===== src/hdl/idu_settings.svh =====
// decode stage widths

`ifndef IDU_SETTINGS_SVH
`define IDU_SETTINGS_SVH

// register and operand width
`define IDU_XLEN 64

// base instruction length, no compressed forms
`define IDU_ILEN 32

// general purpose registers, x0 included
`define IDU_NREGS 32

// register index width, log2 of IDU_NREGS
`define IDU_REG_AW 5

`endif


===== src/hdl/rv_isa_pkg.sv =====
// RISC-V instruction set types

`include "idu_settings.svh"

`default_nettype none

package rv_isa_pkg;

  typedef logic [`IDU_XLEN-1:0]   xlen_t;
  typedef logic [`IDU_ILEN-1:0]   inst_t;
  typedef logic [`IDU_REG_AW-1:0] reg_idx_t;
  typedef logic [2:0]             funct3_t;
  typedef logic [6:0]             funct7_t;

  // major opcodes, bits 6..0
  typedef enum logic [6:0] {
    OPC_LOAD      = 7'b0000011,
    OPC_OP_IMM    = 7'b0010011,
    OPC_AUIPC     = 7'b0010111,
    OPC_OP_IMM_32 = 7'b0011011,  // addiw and word shifts
    OPC_STORE     = 7'b0100011,
    OPC_OP        = 7'b0110011,
    OPC_LUI       = 7'b0110111,
    OPC_OP_32     = 7'b0111011,  // addw, subw, word shifts
    OPC_BRANCH    = 7'b1100011,
    OPC_JALR      = 7'b1100111,
    OPC_JAL       = 7'b1101111,
    OPC_SYSTEM    = 7'b1110011
  } opcode_e;

  // immediate format, same codes as the execute side expects
  typedef enum logic [2:0] {
    FMT_I = 3'd0,
    FMT_U = 3'd1,
    FMT_S = 3'd2,
    FMT_B = 3'd3,
    FMT_J = 3'd4,
    FMT_R = 3'd7   // no immediate
  } inst_fmt_e;

  // R-type view of a word; rs1, rs2, rd sit at the same place in every format
  typedef struct packed {
    funct7_t  funct7;
    reg_idx_t rs2;
    reg_idx_t rs1;
    funct3_t  funct3;
    reg_idx_t rd;
    opcode_e  opcode;
  } inst_fields_t;

endpackage

`default_nettype wire


===== src/hdl/idu_ctrl_pkg.sv =====
// decode control word types

`default_nettype none

package idu_ctrl_pkg;

  // ALU operation codes
  typedef enum logic [4:0] {
    ALU_ADD      = 5'd0,
    ALU_SUB      = 5'd1,
    ALU_SLT      = 5'd2,   // also signed branch compare
    ALU_SLTU     = 5'd3,   // also unsigned branch compare
    ALU_XOR      = 5'd4,
    ALU_AND      = 5'd5,
    ALU_OR       = 5'd6,
    ALU_SLL      = 5'd7,
    ALU_SRL      = 5'd8,
    ALU_SRA      = 5'd9,
    ALU_COPY_IMM = 5'd15,  // lui
    ALU_INVALID  = 5'd31
  } alu_op_e;

  // load/store width and sign, S = signed, U = zero extended
  typedef enum logic [2:0] {
    MEM_SB   = 3'd0,
    MEM_UB   = 3'd1,
    MEM_SH   = 3'd2,
    MEM_UH   = 3'd3,
    MEM_SW   = 3'd4,
    MEM_UW   = 3'd5,
    MEM_SD   = 3'd6,
    MEM_NONE = 3'd7
  } mem_op_e;

  typedef enum logic [2:0] {
    BR_NONE = 3'd0,
    BR_JAL  = 3'd1,
    BR_JALR = 3'd2,
    BR_EQ   = 3'd4,
    BR_NE   = 3'd5,
    BR_LT   = 3'd6,   // bltu too, alu_op tells them apart
    BR_GE   = 3'd7
  } branch_e;

  typedef enum logic [1:0] {
    SRC_RS2  = 2'd0,
    SRC_IMM  = 2'd1,
    SRC_FOUR = 2'd2   // link address pc + 4
  } alu_b_src_e;

  typedef struct packed {
    branch_e    branch;
    logic       alu_a_is_pc;
    alu_b_src_e alu_b_src;
    alu_op_e    alu_op;
    logic       word_cut;     // result cut to 32 bits and sign extended
    logic       reg_wr;
    logic       mem_to_reg;
    logic       mem_wr;
    logic       mem_re;
    mem_op_e    mem_op;
    logic       ebreak;
    logic       invalid;
  } idu_ctrl_t;

endpackage

`default_nettype wire


===== src/hdl/imm_gen.sv =====
// immediate generator

`include "idu_settings.svh"

`default_nettype none

module imm_gen (
  input  wire rv_isa_pkg::inst_t     i_inst,
  input  wire rv_isa_pkg::inst_fmt_e i_fmt,
  output rv_isa_pkg::xlen_t          o_imm
);

  logic              sign;
  rv_isa_pkg::xlen_t imm_i;
  rv_isa_pkg::xlen_t imm_u;
  rv_isa_pkg::xlen_t imm_s;
  rv_isa_pkg::xlen_t imm_b;
  rv_isa_pkg::xlen_t imm_j;

  assign sign = i_inst[31];  // every format keeps its sign here

  assign imm_i = {{(`IDU_XLEN-12){sign}}, i_inst[31:20]};
  assign imm_u = {{(`IDU_XLEN-32){sign}}, i_inst[31:12], 12'b0};
  assign imm_s = {{(`IDU_XLEN-12){sign}}, i_inst[31:25], i_inst[11:7]};
  assign imm_b = {{(`IDU_XLEN-12){sign}}, i_inst[7], i_inst[30:25],
                  i_inst[11:8], 1'b0};
  assign imm_j = {{(`IDU_XLEN-20){sign}}, i_inst[19:12], i_inst[20],
                  i_inst[30:21], 1'b0};

  always_comb begin
    case (i_fmt)
      rv_isa_pkg::FMT_I: o_imm = imm_i;
      rv_isa_pkg::FMT_U: o_imm = imm_u;
      rv_isa_pkg::FMT_S: o_imm = imm_s;
      rv_isa_pkg::FMT_B: o_imm = imm_b;
      rv_isa_pkg::FMT_J: o_imm = imm_j;
      default:           o_imm = '0;  // R format
    endcase
  end

endmodule

`default_nettype wire


===== src/hdl/inst_decoder.sv =====
// RV64I instruction decoder

`default_nettype none

module inst_decoder (
  input  wire rv_isa_pkg::inst_t   i_inst,
  output rv_isa_pkg::inst_fmt_e    o_fmt,
  output idu_ctrl_pkg::idu_ctrl_t  o_ctrl
);

  rv_isa_pkg::inst_fields_t f;
  logic                     known;      // a supported encoding
  logic                     is_ebreak;
  logic                     imm_alt;    // srai/sraiw, imm bit 30 only counts on funct3 101
  logic                     f7_zero;
  logic                     f7_alt;
  logic                     sh_zero;    // 64-bit shamt takes funct7 bit 0
  logic                     sh_alt;

  // shared by register and immediate arithmetic
  function automatic idu_ctrl_pkg::alu_op_e arith_op(input rv_isa_pkg::funct3_t funct3,
                                                     input logic alt);
    idu_ctrl_pkg::alu_op_e op;
    case (funct3)
      3'b000:  op = alt ? idu_ctrl_pkg::ALU_SUB : idu_ctrl_pkg::ALU_ADD;
      3'b001:  op = idu_ctrl_pkg::ALU_SLL;
      3'b010:  op = idu_ctrl_pkg::ALU_SLT;
      3'b011:  op = idu_ctrl_pkg::ALU_SLTU;
      3'b100:  op = idu_ctrl_pkg::ALU_XOR;
      3'b101:  op = alt ? idu_ctrl_pkg::ALU_SRA : idu_ctrl_pkg::ALU_SRL;
      3'b110:  op = idu_ctrl_pkg::ALU_OR;
      default: op = idu_ctrl_pkg::ALU_AND;
    endcase
    return op;
  endfunction

  // loads and stores share the funct3 width coding
  function automatic idu_ctrl_pkg::mem_op_e mem_width(input rv_isa_pkg::funct3_t funct3);
    idu_ctrl_pkg::mem_op_e op;
    case (funct3)
      3'b000:  op = idu_ctrl_pkg::MEM_SB;
      3'b001:  op = idu_ctrl_pkg::MEM_SH;
      3'b010:  op = idu_ctrl_pkg::MEM_SW;
      3'b011:  op = idu_ctrl_pkg::MEM_SD;
      3'b100:  op = idu_ctrl_pkg::MEM_UB;
      3'b101:  op = idu_ctrl_pkg::MEM_UH;
      3'b110:  op = idu_ctrl_pkg::MEM_UW;
      default: op = idu_ctrl_pkg::MEM_NONE;
    endcase
    return op;
  endfunction

  assign f         = i_inst;
  assign f7_zero   = f.funct7 == 7'b0000000;
  assign f7_alt    = f.funct7 == 7'b0100000;
  assign sh_zero   = f.funct7[6:1] == 6'b000000;
  assign sh_alt    = f.funct7[6:1] == 6'b010000;
  assign imm_alt   = (f.funct3 == 3'b101) & f.funct7[5];
  assign is_ebreak = (f.opcode == rv_isa_pkg::OPC_SYSTEM) & (f.funct3 == 3'b000) &
                     ({f.funct7, f.rs2} == 12'h001);

  always_comb begin
    known         = 1'b0;
    o_fmt         = rv_isa_pkg::FMT_R;
    o_ctrl        = '0;
    o_ctrl.alu_op = idu_ctrl_pkg::ALU_INVALID;
    o_ctrl.mem_op = idu_ctrl_pkg::MEM_NONE;

    case (f.opcode)
      rv_isa_pkg::OPC_LUI: begin
        known         = 1'b1;
        o_fmt         = rv_isa_pkg::FMT_U;
        o_ctrl.alu_op = idu_ctrl_pkg::ALU_COPY_IMM;
      end
      rv_isa_pkg::OPC_AUIPC: begin
        known         = 1'b1;
        o_fmt         = rv_isa_pkg::FMT_U;
        o_ctrl.alu_op = idu_ctrl_pkg::ALU_ADD;
      end
      rv_isa_pkg::OPC_JAL: begin
        known         = 1'b1;
        o_fmt         = rv_isa_pkg::FMT_J;
        o_ctrl.alu_op = idu_ctrl_pkg::ALU_ADD;
        o_ctrl.branch = idu_ctrl_pkg::BR_JAL;
      end
      rv_isa_pkg::OPC_JALR: begin
        known         = f.funct3 == 3'b000;
        o_fmt         = rv_isa_pkg::FMT_I;
        o_ctrl.alu_op = idu_ctrl_pkg::ALU_ADD;
        o_ctrl.branch = idu_ctrl_pkg::BR_JALR;
      end
      rv_isa_pkg::OPC_BRANCH: begin
        known         = f.funct3[2:1] != 2'b01;
        o_fmt         = rv_isa_pkg::FMT_B;
        o_ctrl.alu_op = f.funct3[1] ? idu_ctrl_pkg::ALU_SLTU : idu_ctrl_pkg::ALU_SLT;
        if (f.funct3[2]) begin
          o_ctrl.branch = f.funct3[0] ? idu_ctrl_pkg::BR_GE : idu_ctrl_pkg::BR_LT;
        end else begin
          o_ctrl.branch = f.funct3[0] ? idu_ctrl_pkg::BR_NE : idu_ctrl_pkg::BR_EQ;
        end
      end
      rv_isa_pkg::OPC_LOAD: begin
        known         = f.funct3 != 3'b111;  // no ldu
        o_fmt         = rv_isa_pkg::FMT_I;
        o_ctrl.alu_op = idu_ctrl_pkg::ALU_ADD;
        o_ctrl.mem_op = mem_width(f.funct3);
      end
      rv_isa_pkg::OPC_STORE: begin
        known         = !f.funct3[2];
        o_fmt         = rv_isa_pkg::FMT_S;
        o_ctrl.alu_op = idu_ctrl_pkg::ALU_ADD;
        o_ctrl.mem_op = mem_width(f.funct3);
      end
      rv_isa_pkg::OPC_OP_IMM: begin
        known         = (f.funct3 == 3'b001) ? sh_zero :
                        (f.funct3 == 3'b101) ? (sh_zero | sh_alt) : 1'b1;
        o_fmt         = rv_isa_pkg::FMT_I;
        o_ctrl.alu_op = arith_op(f.funct3, imm_alt);
      end
      rv_isa_pkg::OPC_OP_IMM_32: begin
        known         = (f.funct3 == 3'b000) | ((f.funct3 == 3'b001) & f7_zero) |
                        ((f.funct3 == 3'b101) & (f7_zero | f7_alt));
        o_fmt         = rv_isa_pkg::FMT_I;
        o_ctrl.alu_op = arith_op(f.funct3, imm_alt);
      end
      rv_isa_pkg::OPC_OP: begin
        known         = f7_zero | (f7_alt & (f.funct3 inside {3'b000, 3'b101}));
        o_ctrl.alu_op = arith_op(f.funct3, f.funct7[5]);
      end
      rv_isa_pkg::OPC_OP_32: begin
        known         = ((f.funct3 == 3'b001) & f7_zero) |
                        ((f.funct3 inside {3'b000, 3'b101}) & (f7_zero | f7_alt));
        o_ctrl.alu_op = arith_op(f.funct3, f.funct7[5]);
      end
      rv_isa_pkg::OPC_SYSTEM: begin
        known = is_ebreak;  // alu_op stays INVALID
        o_fmt = rv_isa_pkg::FMT_I;
      end
      default: known = 1'b0;
    endcase

    if (!known) begin
      o_fmt         = rv_isa_pkg::FMT_R;
      o_ctrl.alu_op = idu_ctrl_pkg::ALU_INVALID;
      o_ctrl.branch = idu_ctrl_pkg::BR_NONE;
      o_ctrl.mem_op = idu_ctrl_pkg::MEM_NONE;
    end

    o_ctrl.reg_wr      = known & (o_fmt inside {rv_isa_pkg::FMT_R, rv_isa_pkg::FMT_I,
                                                rv_isa_pkg::FMT_U, rv_isa_pkg::FMT_J});
    o_ctrl.alu_a_is_pc = known & (f.opcode inside {rv_isa_pkg::OPC_JAL, rv_isa_pkg::OPC_JALR,
                                                   rv_isa_pkg::OPC_AUIPC});
    if (o_ctrl.branch inside {idu_ctrl_pkg::BR_JAL, idu_ctrl_pkg::BR_JALR}) begin
      o_ctrl.alu_b_src = idu_ctrl_pkg::SRC_FOUR;
    end else if (known && (o_fmt inside {rv_isa_pkg::FMT_I, rv_isa_pkg::FMT_U,
                                          rv_isa_pkg::FMT_S})) begin
      o_ctrl.alu_b_src = idu_ctrl_pkg::SRC_IMM;
    end else begin
      o_ctrl.alu_b_src = idu_ctrl_pkg::SRC_RS2;
    end
    o_ctrl.word_cut   = known & (f.opcode inside {rv_isa_pkg::OPC_OP_IMM_32,
                                                  rv_isa_pkg::OPC_OP_32});
    o_ctrl.mem_re     = known & (f.opcode == rv_isa_pkg::OPC_LOAD);
    o_ctrl.mem_to_reg = o_ctrl.mem_re;
    o_ctrl.mem_wr     = known & (f.opcode == rv_isa_pkg::OPC_STORE);
    o_ctrl.ebreak     = is_ebreak;
    o_ctrl.invalid    = (o_ctrl.alu_op == idu_ctrl_pkg::ALU_INVALID) & !is_ebreak &
                        (i_inst != '0);  // all-zero word is a bubble
  end

endmodule

`default_nettype wire


===== src/hdl/gpr_file.sv =====
// general purpose register file

`include "idu_settings.svh"

`default_nettype none

module gpr_file (
  input  wire logic               i_clk,
  input  wire logic               i_rst_n,
  input  wire rv_isa_pkg::inst_t  i_inst,
  input  wire logic               i_wen,
  input  wire rv_isa_pkg::xlen_t  i_wdata,
  output rv_isa_pkg::xlen_t       o_rs1_data,
  output rv_isa_pkg::xlen_t       o_rs2_data
);

  rv_isa_pkg::inst_fields_t f;
  rv_isa_pkg::xlen_t        regs [1:`IDU_NREGS-1];  // x0 has no storage

  assign f = i_inst;

  always_ff @(posedge i_clk) begin
    if (!i_rst_n) begin
      for (int i = 1; i < `IDU_NREGS; i++) begin
        regs[i] <= '0;
      end
    end else if (i_wen && (f.rd != '0)) begin
      regs[f.rd] <= i_wdata;
    end
  end

  // async reads, a write shows up the cycle after
  always_comb begin
    o_rs1_data = '0;
    o_rs2_data = '0;
    if (f.rs1 != '0) begin
      o_rs1_data = regs[f.rs1];
    end
    if (f.rs2 != '0) begin
      o_rs2_data = regs[f.rs2];
    end
  end

endmodule

`default_nettype wire


===== src/hdl/idu_top.sv =====
// instruction decode unit

`default_nettype none

module idu_top (
  input  wire logic                i_clk,
  input  wire logic                i_rst_n,
  input  wire rv_isa_pkg::inst_t   i_inst,
  input  wire rv_isa_pkg::xlen_t   i_gpr_wdata,   // write-back value for rd
  output rv_isa_pkg::xlen_t        o_rs1_data,
  output rv_isa_pkg::xlen_t        o_rs2_data,
  output rv_isa_pkg::xlen_t        o_imm,
  output idu_ctrl_pkg::idu_ctrl_t  o_ctrl
);

  rv_isa_pkg::inst_fmt_e    fmt;
  idu_ctrl_pkg::idu_ctrl_t  ctrl;

  assign o_ctrl = ctrl;

  inst_decoder inst_decoder_i (
    .i_inst (i_inst),
    .o_fmt  (fmt),
    .o_ctrl (ctrl)
  );

  imm_gen imm_gen_i (
    .i_inst (i_inst),
    .i_fmt  (fmt),
    .o_imm  (o_imm)
  );

  // rd write qualified by decode, the register file masks x0
  gpr_file gpr_file_i (
    .i_clk      (i_clk),
    .i_rst_n    (i_rst_n),
    .i_inst     (i_inst),
    .i_wen      (ctrl.reg_wr),
    .i_wdata    (i_gpr_wdata),
    .o_rs1_data (o_rs1_data),
    .o_rs2_data (o_rs2_data)
  );

endmodule

`default_nettype wire


===== config.mk =====
export PLATFORM = sky130hd
export DESIGN_NAME = idu_top
export DESIGN_NICKNAME = d
export VERILOG_FILES = /design/src/hdl/rv_isa_pkg.sv /design/src/hdl/idu_ctrl_pkg.sv /design/src/hdl/imm_gen.sv /design/src/hdl/inst_decoder.sv /design/src/hdl/gpr_file.sv /design/src/hdl/idu_top.sv
export VERILOG_INCLUDE_DIRS = /design/src /design/src/hdl
export SDC_FILE = /design/constraint.sdc
export NUM_CORES = 2
export LEC_CHECK = 0
export BUFFER_PORTS_ARGS = -buffer_cell sky130_fd_sc_hd__buf_2
export CORE_MARGIN = 2
export CORE_UTILIZATION = 45
export CTS_CLUSTER_DIAMETER = 60
export DETAILED_ROUTE_END_ITERATION = 8
export PLACE_DENSITY = 0.7
export SLEW_MARGIN = 40
export SYNTH_ARGS = -nofsm -noshare
export SYNTH_HDL_FRONTEND = slang
export SYNTH_SLANG_ARGS = --single-unit

===== constraint.sdc =====
create_clock -name i_clk -period 16.27 [get_ports i_clk]
set_input_delay 4.881 -clock i_clk [delete_from_list [all_inputs] [get_ports i_clk]]
set_output_delay 4.881 -clock i_clk [all_outputs]
set_load 0.02 [all_outputs]

Yosys cells after proc, flatten, opt, wreduce, memory -nomap -nowiden
Memories as Yosys holds them, arrays and structs flattened.
Index checks and enable logic that the tools add are counted.
- eq/ne operators: 31
- muxes and demuxes: 34
- bitwise operators: 20
- reductions and logical operators: 26
- operators with widths (operator ; number):
    64-bit one-hot mux with 5 select lines ; 1
    64-bit 2-to-1 mux ; 3
    5-bit one-hot mux with 7 select lines ; 2
    64-bit OR reduction ; 1
    7-bit by 6-bit equality test with 1-bit output, second input constant ; 5
    32-bit nonzero test ; 1
    7-bit equality test, second input constant ; 4
    5-bit one-hot mux with 5 select lines ; 1
    7-bit by 5-bit equality test with 1-bit output, second input constant ; 3
    3-bit one-hot mux with 7 select lines ; 1
    3-bit by 2-bit equality test with 1-bit output, second input constant ; 5
    3-bit equality test, second input constant ; 5
    1-bit 2-to-1 mux ; 15
    3-bit 2-to-1 mux ; 5
    3-bit one-hot mux with 5 select lines ; 1
    5-bit nonzero test ; 3
    1-bit AND ; 14
    12-bit by 1-bit equality test with 1-bit output, second input constant ; 1
    5-bit 2-to-1 mux ; 2
    1-bit one-hot mux with 10 select lines ; 1
    5-bit OR reduction ; 2
    3-bit by 1-bit equality test with 1-bit output, second input constant ; 3
    3-bit one-hot mux with 3 select lines ; 1
    2-bit OR reduction ; 4
    16 further kinds ; 27
- flip-flop bits (word level): 0
- bits in writable memories: 1984
- word-level logic and storage cells: 112
- memories kept: 1
- memories (name ; depth ; width ; rd ports ; clocked after Yosys merged registers in ; wr ports ; RTL line ; RTL):
    gpr_file_i.regs ; 31 ; 64 ; 2 ; 0 ; 31 ; gpr_file.sv:18 ; rv_isa_pkg::xlen_t regs [1:`IDU_NREGS-1];

Depth between registers and ports, before layout
- word-level depth: 15
- gate-level depth with buffers: 11
- depth with buffers taken out: 7

Hierarchy
From an unflattened synthesis, not the netlist that was laid out.
- cells, all modules: 7256
- area total of the unflattened synthesis: 109699.0 sq um
- modules (own cells, without submodules) (module ; instances ; cells each ; area each (sq um) ; seq. area each (sq um)):
    gpr_file ; 1 ; 7027 ; 108117.4 ; 61499.0
    imm_gen ; 1 ; 106 ; 790.8 ; 0.0
    inst_decoder ; 1 ; 123 ; 790.8 ; 0.0

Worst setup path after synthesis
No wires, ideal clock.
- path type: input to output
- start point: input port i_inst[14]
- end point: output port o_ctrl[19] (netlist bit)
- data arrival time: 7.716 ns
- path slack: 3.673 ns
- stages on the path: 8
- cells stage by stage: or4_1 > or4_1 > nor3_2 > or4_1 > buf_2 > buf_6 > nor2_1 > a2111oi_0
- RTL lines (what ; RTL line ; RTL):
    start, declared ; idu_top.sv:8 ; input wire rv_isa_pkg::inst_t i_inst,
    end, declared ; idu_top.sv:13 ; output idu_ctrl_pkg::idu_ctrl_t o_ctrl

Worst setup path in the final report
- start point: input port i_inst[21]
- end point: output port o_rs2_data[0]
- cells in the longest elaborated chain, start to end: 2
- ends and longest elaborated chain (what ; RTL line ; RTL):
    memory 31 x 64 bit or 5-bit nonzero test (tied branches) ; -- ;
    64-bit 2-to-1 mux (*) ; gpr_file.sv:39 ; if (f.rs2 != '0) begin
    end, declared ; idu_top.sv:11 ; output rv_isa_pkg::xlen_t o_rs2_data,
Every way passes the cells marked *; elsewhere a longest branch is shown, timed or not.

==> results.sh <==
export IMPL_ios=311
export IMPL_syn_cell_area_um2=105600
export IMPL_crit_start="i_inst[21]"
export IMPL_cts_max_level=4
export IMPL_setup_viol=0
export IMPL_slowest_delay_ns=0.64
export IMPL_cts_root_buf="clkbuf_16"
export IMPL_synth_edff_count=2048
export IMPL_io_buffers=310
export IMPL_cp_start_kind="input port"
export IMPL_synth_top_area_share_pct=58.21
export IMPL_fin_crit_sh_pct=82.66
export IMPL_largest_register="gpr_file_i.regs"
export IMPL_synth_compound_area_share_pct=1.373
export IMPL_drc=0
export IMPL_crit_required_ns=11.39
export IMPL_synth_xor_area_share_pct=0.01658
export IMPL_post_dp_hpwl_um=198500
export IMPL_drt_total_wl_um=354300
export IMPL_cp_num_buf_inv=5
export IMPL_p_per_area_nw_per_um2=104.3
export IMPL_timing_fmax_mhz=74.36
export IMPL_crit_fanout=75
export IMPL_slew_limit_headroom_pct=34.75
export IMPL_die_x_um=488.5
export IMPL_power_total_w=0.01226
export IMPL_yosys_area_share_simple_pct=9.816
export IMPL_grt_max_degree=141
export IMPL_synth_cell_types=58
export IMPL_vdd_drop_max_uv=94.96
export IMPL_drtIter0Drc=11371
export IMPL_tns_ns=0
export IMPL_synthTopCellsByArea="edfxtp_1 (58%), mux4_2 (27%), nor2_1 (6.7%)"
export IMPL_worst_pin_slew_ns=0.9751
export IMPL_antenna_found_initial=24
export IMPL_cts_resized=0
export IMPL_worstPathCellList="buf_8 -> buf_12 -> buf_16 -> buf_6 -> mux4_2 -> mux4_2 -> nand2_1 -> o21ai_0 -> buf_2"
export IMPL_yosys_warnings=0
export IMPL_synth_mux_area_share_pct=27.30
export IMPL_grt_pass1_vias=70906
export IMPL_largest_reg_flops=2048
export IMPL_viasPerCell=6.704
export IMPL_worst_path_most_repeated_cell="mux4_2"
export IMPL_critPathCapture="o_rs2_data[0]"
export IMPL_grt_pass1_wl_um=505300
export IMPL_die_y_um=488.5
export IMPL_ys_seq_area_share_pct=58.21
export IMPL_maxCapViolCount=0
export IMPL_yosys_area_share_adder_pct=0
export IMPL_crit_slowest_cell="buf_6"
export IMPL_slew_viol_final=0
export IMPL_crit_cells=9
export IMPL_leakagePower_nw=36.64
export IMPL_rsz0062_at_grt="no"
export IMPL_antenna_left=0
export IMPL_synth_ff_type="edfxtp_1"
export IMPL_die_area_um2=238700
export IMPL_gr_total_overflow=0
export IMPL_synth_top_family_by_area="multiplexers"
export IMPL_avgSynthCellArea_um2=15.14
export IMPL_synth_seq_cells=2048
export IMPL_critPathTopFamily="buffers and inverters"
export IMPL_synth_commonest_cells="edfxtp_1 (2048), nor2_1 (1878), mux4_2 (1272)"
export IMPL_hold_viol_final=0
export IMPL_hold_path_startpoint="i_gpr_wdata[25]"
export IMPL_worstSetupPathType="in2out"
export IMPL_min_path_type="in2reg"
export IMPL_clkSlewWorstSetupHoldPaths_ns=0.06
export IMPL_synth_cells=6979
export IMPL_grt_util_all_layers_pct=29.68
export IMPL_crit_arrival_ns=8.57
export IMPL_wire_per_inst_um=34.03
export IMPL_status="completed"
export IMPL_tritoncts="yes"
export IMPL_core_area_um2=233000
export IMPL_drive_above_1_share_pct=28.99
export IMPL_postCtsHoldBufs=0
export IMPL_dr_pass1_iters=6
export IMPL_nFillCells=19219
export IMPL_initial_core_util_pct=45.35
export IMPL_dr_total_vias=69797
export IMPL_clockBufferDepth=3
export IMPL_synth_largest_area_cell="edfxtp_1"
export IMPL_top_regs="gpr_file_i.regs x2048"
export IMPL_gp_congestion=0.8618
export IMPL_post_cts_buffers=0
export IMPL_ys_async_sr_fraction_pct=0
export IMPL_endpoint_kind="output port"
export IMPL_rows=177
export IMPL_pre_cts_slack_ns=2.772
export IMPL_worst_slack_ns=2.822
export IMPL_yosysMostFrequentCell="edfxtp_1"
export IMPL_area_growth_syn_to_layout_pct=11.28
export IMPL_numCtsBuffers=199
export IMPL_clock_sinks=2048
export IMPL_nNetsFinal=7202
export IMPL_fin_crit_ns=13.45
==> layout by cell type, fill, tap and decap left out, types with 7 or more instances in the layout <==
cell type / synthesis / routed
a21oi_1: 20 / 19
a311oi_1: 12 / 12
and2_1: 131 / 130
buf_12: 0 / 38
buf_16: 0 / 23
buf_2: 117 / 299
buf_4: 39 / 91
buf_6: 41 / 35
buf_8: 0 / 11
bufinv_16: 0 / 8
clkbuf_1: 328 / 48
clkbuf_16: 0 / 205
clkinv_1: 0 / 51
clkinv_2: 0 / 35
conb_1: 1 / 64
diode_2: 0 / 14
edfxtp_1: 2048 / 2048
inv_1: 127 / 126
inv_6: 0 / 7
mux2_2: 9 / 9
mux2i_1: 9 / 9
mux4_2: 1272 / 1272
nand2_1: 558 / 558
nor2_1: 1878 / 1873
o21ai_0: 169 / 125
o21ai_1: 0 / 15
o21ai_4: 1 / 32
==> power breakdown <==
| group | internal (W) | switching, W |
|---|---|---|
| logic | 0.000680 | 0.000909 |
| clock network | 0.00242 | 0.00204 |
| registers | 0.00607 | 0.000135 |
==> through the flow <==
stage	cell area (µm²)	util, %	instances	hold WS [ns]
after floorplan	105900	-	7042	4.980
after global placement	110300	47.33	9991	5.202
after detailed placement	111200	47.71	10023	5.191
after CTS	117200	50.31	10385	4.294
after global routing	117500	50.45	10402	4.335
final	117600	50.46	10411	4.341
==> layout make-up <==
class | instances | area [µm²] | area share (%)
sequential | 2048 | 61500 | 52.31
timing repair buffer | 497 | 4133 | 3.515
antenna | 14 | 35.03 | 0.02980
clock buffer | 253 | 5310 | 4.517
tap | 3132 | 3919 | 3.333
clock inverter | 109 | 758.2 | 0.6450
multi-input combinational | 4230 | 41430 | 35.24
inverter | 128 | 480.5 | 0.4087
==> cells by family (layout without fill, tap and decap cells) <==
| logic type | count (synthesis) | count (layout) |
|---|---|---|
| compound gates | 247 | 247 |
| xor+xnor | 2 | 2 |
| buf+inv | 764 | 987 |
| flops | 2048 | 2048 |
| mux | 1290 | 1290 |
| other cells | 1 | 78 |
| simple gates | 2627 | 2627 |
==> worst min path at each step <==
stage / endpoint / slack, ns / cells past startpoint
CTS: gpr_file_i.regs[0][25]$_DFFE_PP_ / 4.29 / 1
detailed placement: gpr_file_i.regs[0][25]$_DFFE_PP_ / 5.19 / 1
floorplan: gpr_file_i.regs[0][0]$_DFFE_PP_ / 4.98 / 0
global route: gpr_file_i.regs[0][17]$_DFFE_PP_ / 4.34 / 1
global placement: gpr_file_i.regs[0][25]$_DFFE_PP_ / 5.20 / 1
finish: gpr_file_i.regs[0][25]$_DFFE_PP_ / 4.34 / 1
==> per-layer routing <==
metal	global-route usage, %	up-vias	part of all wire [%]
met5	0	-	0.023
met4	14.42	14	5.8
met3	7.043	1097	14
met2	47.48	5960	47
met1	38.26	35681	33
li1	-	27045	-
Note: power is estimated with default switching activity, not from simulation.
